`src/cpu_pkg.sv`:
```
`default_nettype none

package cpu_pkg;

    localparam int WORD_W = 16;
    localparam int ADDR_W = 9;
    localparam int NUM_REGS = 8;
    localparam int REG_IDX_W = $clog2(NUM_REGS);

    // Instruction field positions
    localparam int OPCODE_LSB = 13;
    localparam int OP_LSB = 11;
    localparam int RN_LSB = 8;
    localparam int RD_LSB = 5;
    localparam int SHIFT_LSB = 3;
    localparam int RM_LSB = 0;
    localparam int IMM8_W = 8;
    localparam int IMM5_W = 5;

    typedef logic [WORD_W-1:0] word_t;
    typedef logic [ADDR_W-1:0] addr_t;
    typedef logic [REG_IDX_W-1:0] reg_idx_t;

    typedef enum logic [2:0] {
        OPC_LDR  = 3'b011,
        OPC_STR  = 3'b100,
        OPC_ALU  = 3'b101,
        OPC_MOV  = 3'b110,
        OPC_HALT = 3'b111
    } opcode_e;

    typedef enum logic [1:0] {
        ALU_ADD = 2'b00,
        ALU_SUB = 2'b01, // CMP
        ALU_AND = 2'b10,
        ALU_NOT = 2'b11  // MVN
    } alu_op_e;

    typedef enum logic [1:0] {
        SH_NONE = 2'b00,
        SH_LSL  = 2'b01,
        SH_LSR  = 2'b10,
        SH_ASR  = 2'b11
    } shift_e;

    typedef enum logic [1:0] {
        MEM_NONE  = 2'b00,
        MEM_WRITE = 2'b01,
        MEM_READ  = 2'b10
    } mem_cmd_e;

    typedef enum logic [1:0] {SEL_RN, SEL_RD, SEL_RM} reg_sel_e;

    typedef enum logic [1:0] {WB_MEM, WB_IMM, WB_ALU} wb_sel_e;

    typedef enum logic [3:0] {
        ST_RESET, ST_IF1, ST_IF2, ST_UPDATE_PC, ST_DECODE,
        ST_GET_A, ST_GET_B, ST_EXEC,
        ST_ADDR, ST_MEM_RD, ST_STORE_DATA, ST_MEM_WR,
        ST_WRITE_REG, ST_HALT
    } state_e;

endpackage

`default_nettype wire

```
`src/ctrl_if.sv`:
```
`timescale 1ns/1ns
`default_nettype none

interface ctrl_if;
    import cpu_pkg::*;

    logic load_a;
    logic load_b;
    logic load_c;
    logic load_status;
    logic a_zero;      // Force ALU input A to zero
    logic b_imm;       // Take sximm5 in place of shifted B
    logic reg_write;
    reg_sel_e reg_sel;
    wb_sel_e wb_sel;
    alu_op_e alu_op;

    modport controller (
        output load_a, load_b, load_c, load_status,
        output a_zero, b_imm,
        output reg_write, reg_sel, wb_sel, alu_op
    );

    modport datapath (
        input load_a, load_b, load_c, load_status,
        input a_zero, b_imm,
        input reg_write, wb_sel, alu_op
    );

    modport decoder (input reg_sel);

endinterface

`default_nettype wire

```
`src/instr_decoder.sv`:
```
`timescale 1ns/1ns
`default_nettype none

module instr_decoder (
    input  logic              clk,
    input  cpu_pkg::word_t    read_data,
    input  logic              load_ir,
    ctrl_if.decoder           ctrl,
    output cpu_pkg::opcode_e  opcode,
    output logic [1:0]        op,
    output cpu_pkg::shift_e   shift,
    output cpu_pkg::reg_idx_t reg_idx,
    output cpu_pkg::word_t    sximm5,
    output cpu_pkg::word_t    sximm8
);
    import cpu_pkg::*;

    word_t ir;
    reg_idx_t rn;
    reg_idx_t rd;
    reg_idx_t rm;

    always_ff @(posedge clk) begin
        if (load_ir) begin
            ir <= read_data;
        end
    end

    assign opcode = opcode_e'(ir[OPCODE_LSB +: $bits(opcode_e)]);
    assign op = ir[OP_LSB +: 2];
    assign rn = ir[RN_LSB +: REG_IDX_W];
    assign rd = ir[RD_LSB +: REG_IDX_W];
    assign rm = ir[RM_LSB +: REG_IDX_W];

    // STR data goes to memory unshifted; the field overlaps imm5
    assign shift = (opcode == OPC_STR) ? SH_NONE : shift_e'(ir[SHIFT_LSB +: $bits(shift_e)]);

    assign sximm8 = {{(WORD_W - IMM8_W){ir[IMM8_W-1]}}, ir[IMM8_W-1:0]};
    assign sximm5 = {{(WORD_W - IMM5_W){ir[IMM5_W-1]}}, ir[IMM5_W-1:0]};

    always_comb begin
        case (ctrl.reg_sel)
            SEL_RD:  reg_idx = rd;
            SEL_RM:  reg_idx = rm;
            default: reg_idx = rn;
        endcase
    end

endmodule

`default_nettype wire

```
`src/controller.sv`:
```
`timescale 1ns/1ns
`default_nettype none

module controller (
    input  logic              clk,
    input  logic              reset,
    input  cpu_pkg::opcode_e  opcode,
    input  logic [1:0]        op,
    ctrl_if.controller        ctrl,
    output logic              load_ir,
    output logic              load_pc,
    output logic              load_addr,
    output logic              use_pc,
    output cpu_pkg::mem_cmd_e mem_cmd,
    output logic              halted
);
    import cpu_pkg::*;

    state_e state;
    state_e next_state;
    alu_op_e alu_fn;
    logic is_mov_imm;
    logic is_mvn;
    logic is_cmp;

    assign alu_fn = alu_op_e'(op);
    assign is_mov_imm = (opcode == OPC_MOV) && (op == 2'b10);
    assign is_mvn = (opcode == OPC_ALU) && (alu_fn == ALU_NOT);
    assign is_cmp = (opcode == OPC_ALU) && (alu_fn == ALU_SUB);

    always_ff @(posedge clk) begin
        if (reset) begin
            state <= ST_RESET;
        end else begin
            state <= next_state;
        end
    end

    always_comb begin
        next_state = state;
        ctrl.load_a = 1'b0;
        ctrl.load_b = 1'b0;
        ctrl.load_c = 1'b0;
        ctrl.load_status = 1'b0;
        ctrl.a_zero = 1'b0;
        ctrl.b_imm = 1'b0;
        ctrl.reg_write = 1'b0;
        ctrl.reg_sel = SEL_RN;
        ctrl.wb_sel = WB_ALU;
        ctrl.alu_op = ALU_ADD;
        load_ir = 1'b0;
        load_pc = 1'b0;
        load_addr = 1'b0;
        use_pc = 1'b0;
        mem_cmd = MEM_NONE;
        halted = 1'b0;

        case (state)
            ST_RESET: next_state = ST_IF1;
            ST_IF1: begin
                use_pc = 1'b1;
                mem_cmd = MEM_READ;
                next_state = ST_IF2;
            end
            ST_IF2: begin
                use_pc = 1'b1;
                mem_cmd = MEM_READ;
                load_ir = 1'b1; // Word from IF1 is on read_data now
                next_state = ST_UPDATE_PC;
            end
            ST_UPDATE_PC: begin
                load_pc = 1'b1;
                next_state = ST_DECODE;
            end
            ST_DECODE: begin
                case (opcode)
                    OPC_MOV:          next_state = is_mov_imm ? ST_WRITE_REG : ST_GET_B;
                    OPC_ALU:          next_state = is_mvn ? ST_GET_B : ST_GET_A;
                    OPC_LDR, OPC_STR: next_state = ST_GET_A;
                    default:          next_state = ST_HALT; // HALT and unused opcodes
                endcase
            end
            ST_GET_A: begin
                ctrl.reg_sel = SEL_RN;
                ctrl.load_a = 1'b1;
                next_state = (opcode == OPC_ALU) ? ST_GET_B : ST_ADDR;
            end
            ST_GET_B: begin
                ctrl.reg_sel = (opcode == OPC_STR) ? SEL_RD : SEL_RM;
                ctrl.load_b = 1'b1;
                // C still holds base plus offset for STR
                load_addr = (opcode == OPC_STR);
                next_state = (opcode == OPC_STR) ? ST_STORE_DATA : ST_EXEC;
            end
            ST_EXEC: begin
                ctrl.a_zero = (opcode == OPC_MOV); // MOV passes shifted B
                ctrl.alu_op = (opcode == OPC_MOV) ? ALU_ADD : alu_fn;
                if (is_cmp) begin
                    ctrl.load_status = 1'b1;
                    next_state = ST_IF1;
                end else begin
                    ctrl.load_c = 1'b1;
                    next_state = ST_WRITE_REG;
                end
            end
            ST_ADDR: begin
                ctrl.b_imm = 1'b1;
                ctrl.load_c = 1'b1;
                next_state = (opcode == OPC_LDR) ? ST_MEM_RD : ST_GET_B;
            end
            ST_MEM_RD: begin
                load_addr = 1'b1;
                mem_cmd = MEM_READ;
                next_state = ST_WRITE_REG;
            end
            ST_STORE_DATA: begin
                ctrl.a_zero = 1'b1;
                ctrl.load_c = 1'b1;
                next_state = ST_MEM_WR;
            end
            ST_MEM_WR: begin
                mem_cmd = MEM_WRITE;
                next_state = ST_IF1;
            end
            ST_WRITE_REG: begin
                ctrl.reg_write = 1'b1;
                if (is_mov_imm) begin
                    ctrl.reg_sel = SEL_RN;
                    ctrl.wb_sel = WB_IMM;
                end else if (opcode == OPC_LDR) begin
                    ctrl.reg_sel = SEL_RD;
                    ctrl.wb_sel = WB_MEM;
                    mem_cmd = MEM_READ; // Hold the read issued in MEM_RD
                end else begin
                    ctrl.reg_sel = SEL_RD;
                end
                next_state = ST_IF1;
            end
            ST_HALT: halted = 1'b1; // Only reset leaves
            default: next_state = ST_RESET;
        endcase
    end

endmodule

`default_nettype wire

```
`src/regfile.sv`:
```
`timescale 1ns/1ns
`default_nettype none

module regfile (
    input  logic              clk,
    input  logic              write,
    input  cpu_pkg::reg_idx_t idx,
    input  cpu_pkg::word_t    data_in,
    output cpu_pkg::word_t    data_out
);
    import cpu_pkg::*;

    word_t regs [NUM_REGS];

    always_ff @(posedge clk) begin
        if (write) begin
            regs[idx] <= data_in;
        end
    end

    // Same index serves the read and the write
    assign data_out = regs[idx];

endmodule

`default_nettype wire

```
`src/datapath.sv`:
```
`timescale 1ns/1ns
`default_nettype none

module datapath (
    input  logic              clk,
    ctrl_if.datapath          ctrl,
    input  cpu_pkg::word_t    read_data,
    input  cpu_pkg::word_t    sximm5,
    input  cpu_pkg::word_t    sximm8,
    input  cpu_pkg::shift_e   shift,
    input  cpu_pkg::reg_idx_t reg_idx,
    output cpu_pkg::word_t    c_out,
    output logic              n,
    output logic              v,
    output logic              z
);
    import cpu_pkg::*;

    word_t wb_data;
    word_t rf_out;
    word_t a_reg;
    word_t b_reg;
    word_t b_shifted;
    word_t alu_a;
    word_t alu_b;
    word_t alu_out;
    logic alu_v;

    always_comb begin
        case (ctrl.wb_sel)
            WB_MEM:  wb_data = read_data;
            WB_IMM:  wb_data = sximm8;
            default: wb_data = c_out;
        endcase
    end

    regfile u_regfile (
        .clk      (clk),
        .write    (ctrl.reg_write),
        .idx      (reg_idx),
        .data_in  (wb_data),
        .data_out (rf_out)
    );

    always_ff @(posedge clk) begin
        if (ctrl.load_a) begin
            a_reg <= rf_out;
        end
        if (ctrl.load_b) begin
            b_reg <= rf_out;
        end
        if (ctrl.load_c) begin
            c_out <= alu_out;
        end
        if (ctrl.load_status) begin
            z <= (alu_out == '0);
            n <= alu_out[WORD_W-1];
            v <= alu_v;
        end
    end

    always_comb begin
        case (shift)
            SH_LSL:  b_shifted = {b_reg[WORD_W-2:0], 1'b0};
            SH_LSR:  b_shifted = {1'b0, b_reg[WORD_W-1:1]};
            SH_ASR:  b_shifted = {b_reg[WORD_W-1], b_reg[WORD_W-1:1]};
            default: b_shifted = b_reg;
        endcase
    end

    assign alu_a = ctrl.a_zero ? '0 : a_reg;
    assign alu_b = ctrl.b_imm ? sximm5 : b_shifted;

    always_comb begin
        case (ctrl.alu_op)
            ALU_SUB: alu_out = alu_a - alu_b;
            ALU_AND: alu_out = alu_a & alu_b;
            ALU_NOT: alu_out = ~alu_b;
            default: alu_out = alu_a + alu_b;
        endcase
    end

    // Signs of A and B differ and the result's sign differs from A
    assign alu_v = (alu_a[WORD_W-1] != alu_b[WORD_W-1])
                   && (alu_out[WORD_W-1] != alu_a[WORD_W-1]);

endmodule

`default_nettype wire

```
`src/pc_unit.sv`:
```
`timescale 1ns/1ns
`default_nettype none

module pc_unit (
    input  logic           clk,
    input  logic           reset,
    input  logic           load_pc,
    input  logic           load_addr,
    input  logic           use_pc,
    input  cpu_pkg::addr_t c_low,
    output cpu_pkg::addr_t mem_addr
);
    import cpu_pkg::*;

    addr_t pc;
    addr_t data_addr;

    always_ff @(posedge clk) begin
        if (reset) begin
            pc <= '0;
        end else if (load_pc) begin
            pc <= pc + 1'b1;
        end
    end

    always_ff @(posedge clk) begin
        if (load_addr) begin
            data_addr <= c_low;
        end
    end

    // LDR reads in the same cycle the address register captures C
    always_comb begin
        if (use_pc) begin
            mem_addr = pc;
        end else if (load_addr) begin
            mem_addr = c_low;
        end else begin
            mem_addr = data_addr;
        end
    end

endmodule

`default_nettype wire

```
`src/cpu.sv`:
```
`timescale 1ns/1ns
`default_nettype none

module cpu (
    input  logic              clk,
    input  logic              reset,
    input  cpu_pkg::word_t    read_data,
    output cpu_pkg::mem_cmd_e mem_cmd,
    output cpu_pkg::addr_t    mem_addr,
    output cpu_pkg::word_t    write_data,
    output logic              n,
    output logic              v,
    output logic              z,
    output logic              halted
);
    import cpu_pkg::*;

    opcode_e opcode;
    logic [1:0] op;
    shift_e shift;
    reg_idx_t reg_idx;
    word_t sximm5;
    word_t sximm8;
    logic load_ir;
    logic load_pc;
    logic load_addr;
    logic use_pc;

    ctrl_if ctrl ();

    instr_decoder u_decoder (
        .clk       (clk),
        .read_data (read_data),
        .load_ir   (load_ir),
        .ctrl      (ctrl),
        .opcode    (opcode),
        .op        (op),
        .shift     (shift),
        .reg_idx   (reg_idx),
        .sximm5    (sximm5),
        .sximm8    (sximm8)
    );

    controller u_controller (
        .clk       (clk),
        .reset     (reset),
        .opcode    (opcode),
        .op        (op),
        .ctrl      (ctrl),
        .load_ir   (load_ir),
        .load_pc   (load_pc),
        .load_addr (load_addr),
        .use_pc    (use_pc),
        .mem_cmd   (mem_cmd),
        .halted    (halted)
    );

    datapath u_datapath (
        .clk       (clk),
        .ctrl      (ctrl),
        .read_data (read_data),
        .sximm5    (sximm5),
        .sximm8    (sximm8),
        .shift     (shift),
        .reg_idx   (reg_idx),
        .c_out     (write_data), // C drives the store data
        .n         (n),
        .v         (v),
        .z         (z)
    );

    pc_unit u_pc_unit (
        .clk       (clk),
        .reset     (reset),
        .load_pc   (load_pc),
        .load_addr (load_addr),
        .use_pc    (use_pc),
        .c_low     (write_data[ADDR_W-1:0]),
        .mem_addr  (mem_addr)
    );

endmodule

`default_nettype wire

```
`config.mk`:
```
export PLATFORM = sky130hd
export DESIGN_NAME = cpu
export DESIGN_NICKNAME = d
export VERILOG_FILES = /design/src/cpu_pkg.sv /design/src/ctrl_if.sv /design/src/instr_decoder.sv /design/src/controller.sv /design/src/regfile.sv /design/src/datapath.sv /design/src/pc_unit.sv /design/src/cpu.sv
export SDC_FILE = /design/constraint.sdc
export NUM_CORES = 1
export LEC_CHECK = 0
export ABC_AREA = 0
export BUFFER_PORTS_ARGS = -buffer_cell sky130_fd_sc_hd__buf_2
export CAP_MARGIN = 20
export CORE_MARGIN = 2
export CORE_UTILIZATION = 43
export DETAILED_ROUTE_END_ITERATION = 12
export GPL_ROUTABILITY_DRIVEN = 1
export GPL_TIMING_DRIVEN = 0
export SETUP_SLACK_MARGIN = 0.3
export SLEW_MARGIN = 25
export SYNTH_ARGS = -nofsm -noshare
export SYNTH_HDL_FRONTEND = slang
export SYNTH_SLANG_ARGS = --single-unit
```
`constraint.sdc`:
```
create_clock -name clk -period 5.8 [get_ports clk]
set_clock_uncertainty 0.1 [all_clocks]
set_input_delay 0 -clock clk [delete_from_list [all_inputs] [get_ports clk]]
set_output_delay 0 -clock clk [all_outputs]
set_load 0.02 [all_outputs]
```
==> out/metrics.cfg <==
[finish]
post_route_cells_drive_above_1_share_pct=25.6
post-route-cell-area_sq_um=12500
fillers=2060
multi_input_comb_area_sq_um=4180
seqCellArea_sq_um=6300
num-nets-final=957
final_common_cell=sky130_fd_sc_hd__edfxtp_1
instances_no_fill=1259
most_frequent_cells_in_the_layout=sky130_fd_sc_hd__edfxtp_1, sky130_fd_sc_hd__buf_2, sky130_fd_sc_hd__nand2_1
max_flop_register=u_datapath.u_regfile.regs
largest_reg_flops=128
synthToLayoutAreaGrowth_pct=17.5

[synth]
synth_compound_area_share_pct=10.3
postSynthRegisterBits=217
ys_warns=0
synth-main-ff-cell=sky130_fd_sc_hd__edfxtp_1
synth.mux.area_fraction_pct=10.8
dominant_combinational_cell_family_by_area_after_synthesis=simple AND/OR/NAND/NOR gates
syn_area_per_cell_sq_um=13.3
synthesis.instances=803
post-synth-top-area-cell=sky130_fd_sc_hd__edfxtp_1
synthesis.nets=842
synth-simple-area-share_pct=11.8
synth_xor_xnor_area_share_pct=2.80
synthDistinctLibCells=72
synthesis.area_sq_um=10600
netlist.area_leader.share_pct=55.0
synth_edf_count=195
seq_area_frac_synth_pct=59.2
async_flop_share_pct=0
top_post_synthesis_cells_by_area=sky130_fd_sc_hd__edfxtp_1, sky130_fd_sc_hd__mux4_2, sky130_fd_sc_hd__dfxtp_1, sky130_fd_sc_hd__mux2_2, sky130_fd_sc_hd__ha_1
yosys.area_share.adder_pct=2.54

[power]
swShare_pct=30.2
worst_ir_drop_vdd_mv=0.263
seqPwrFrac_pct=40.6
net-switching-power_w=0.00138
share_comb_of_total_power_pct=28.3
post-layout-total-power_w=0.00457
leakage_nw=4.42
power_report.internal_total_w=0.00319
clockPowerShare_pct=31.1
power.density_nw_per_um2=365

[grt]
grt.met3_usage_pct=2.39
grt_busiest_layer=met2
grtUsageTotal_pct=20.8
vias_in_the_first_global_route=6839
met2_usage_pct=34.9
grt_max_degree=18
overflow=0
antenna_found_initial=1
grtUsageMet1_pct=29.2
grt_pass1_wl_microns=41300

[cts]
cts_tree=done
cts-root-buf=sky130_fd_sc_hd__clkbuf_16
cts.sink_count=217
ctsHtreeMaxLevel=1
maximum_buffer_depth_of_the_clock_tree=3
post_cts_clock_slew_at_the_launch_and_capture_registers_of_the_worst_setup_and_hold_paths_ns=0.07
cts-buffers-inserted=22
worst_skew_pair.late_latency_ns=0.50

[routing]
via_per_inst=5.71
drtIter0Drc=823
via_count=7187
wire_per_inst_microns=21.7
antenna_left=0
firstDrtPassIters=6
drt-total-wl_microns=27400
drc=0

[critical_path]
worst-r2r-setup-slack_ns=0.60
timing.critical_path.max_delay_family=simple AND/OR/NAND/NOR gates
path_max_fanout=10
criticalPathCategory=flop to flop
setup.worst_path.start_class=flop
worst_path_bufs_invs=3
reg2reg_to=u_datapath.z
worst-endpoint-required_ns=6.03
endpoint_kind=flop
crit_path_max_incr_delay_ns=0.54
critical-path-slowest-cell=sky130_fd_sc_hd__or4_4
critical_path_arrival_ns=5.43
critical_path.reg2reg.startpoint=u_controller.state[3]
cp_cell_sequence=buf_2 -> or4b_1 -> buf_2 -> buf_6 -> o211ai_1 -> nand3_2 -> nor3_2 -> nand2_1 -> nor3_2 -> nor2_1 -> xnor2_1 -> ha_1 -> o21ai_1 -> nor2_1 -> a2bb2oi_2 -> xnor2_1 -> o22ai_1 -> a31o_1 -> or4_4 -> nor4_2 -> nand4b_1 -> nor4b_2
ff2ff_path_depth=22

[min_path]
worst_hold_path.endpoint=u_decoder.ir[14]
min_path_cells=2
hold_path.class=primary input to flop
min-delay-start=read_data[14]

[floorplanning]
die_h_microns=161
dieWidth_microns=161
design.portCount=49
start_util_pct=43.8
fp-row-count=57
design.die.area_sq_um=26000
core-area_sq_um=24300

[timing]
finalCriticalPeriod_ns=5.20
hold_slack_final_ns=0.142
min_period_over_period_pct=89.6
final_max_slew_viol_count=0
setup_viol_count_final=0
max_slew_headroom_pct=34.4
clock.fmax_ghz=0.192
slew_of_the_pin_with_the_lowest_slew_margin_ns=0.976
setup_repair_after_global_routing_missed_its_margin=no
final_hold_vios=0

[placement]
detailed_place.area_sq_um=11500
port_buffers=48
place_inst=1196
dpl.hpwl_microns=20100
replace_congestion=0.958

[flow_run]
maxCapViolCount=0

[outcome]
run_status=finished clean

## per-stage QoR
stage	setup TNS (ns)	util (%)	setup WS, ns
after floorplan	0	-	0.326
after global placement	-238.59	46.4	-2.42
after detailed placement	0	47.3	0.0398
after CTS	0	51.2	0.325
after global routing	0	51.4	0.310
final	0	51.4	0.603
## power by group through the flow
stage               sequential, W  combinational, W  clock, W
floorplan                 0.00188          0.000891         0
global placement          0.00189           0.00122         0
detailed placement        0.00189           0.00123         0
CTS                       0.00186           0.00126   0.00145
global route              0.00186           0.00140   0.00151
finish                    0.00185           0.00129   0.00142
## worst reg2reg max path, delay by kind of cell, from the launching register on
family / cells / cell delay, ns
compound gates: 5 / 0.75
xor+xnor: 2 / 0.32
fa+ha+maj: 1 / 0.32
buf+inv: 3 / 0.54
flops: 1 / 0.30
simple gates: 11 / 2.72
## cells by family after synthesis
logic type,after synthesis
AO/OA/AOI/OAI,158
XOR/XNOR,34
adder cells (fa/ha/maj),21
buffers and inverters,63
flip-flops,217
multiplexers,70
AND/OR/NAND/NOR,240
## per-layer routing
layer	vias to the layer above	share of wire [%]
met5	-	0
met4	0	1.9
met3	32	5.6
met2	262	48
met1	3558	44
li1	3335	-
## timing repair
item,4_1_cts,5_1_grt
hold buffers,17,0
setup buffers,0,5
hold endpoints to repair,140,0
resized for setup,4,9
gates cloned,0,0
endpoints found under the setup margin,10,68
pin swaps,0,1
## worst max path at each step
stage / from / to / slack, ns / cells after the start
3_3_place_gp: u_controller.state[1] / u_datapath.u_regfile.regs[5][1] / -2.42 / 12
4_1_cts: u_decoder.ir[15] / u_datapath.u_regfile.regs[2][4] / 0.33 / 13
5_1_grt: u_controller.state[3] / u_datapath.z / 0.31 / 21
2_1_floorplan: u_controller.state[1] / u_datapath.u_regfile.regs[5][0] / 0.33 / 11
6_report: u_controller.state[3] / u_datapath.z / 0.60 / 22
3_5_place_dp: u_controller.state[1] / u_datapath.u_regfile.regs[5][1] / 0.04 / 14
## area by class of cell
class	instances	area share, %
plain buffers	43	1.63
multi-input cells	523	33.4
repair buffers	91	4.86
diodes	1	0.0200
clock buffers	28	4.99
well taps	324	3.24
inverters	20	0.600
clock inverters	12	0.910
flip-flops and latches	217	50.3
## cell usage after synthesis (all sizes together) (20+ instances only)
library cell    n
ha             20
o21ai          39
clkbuf         22
mux4           32
buf            21
dfxtp          22
mux2           35
nor2           63
edfxtp        195
nand2          63
inv            20
a21oi          29
(Power assumes the default switching activity.)
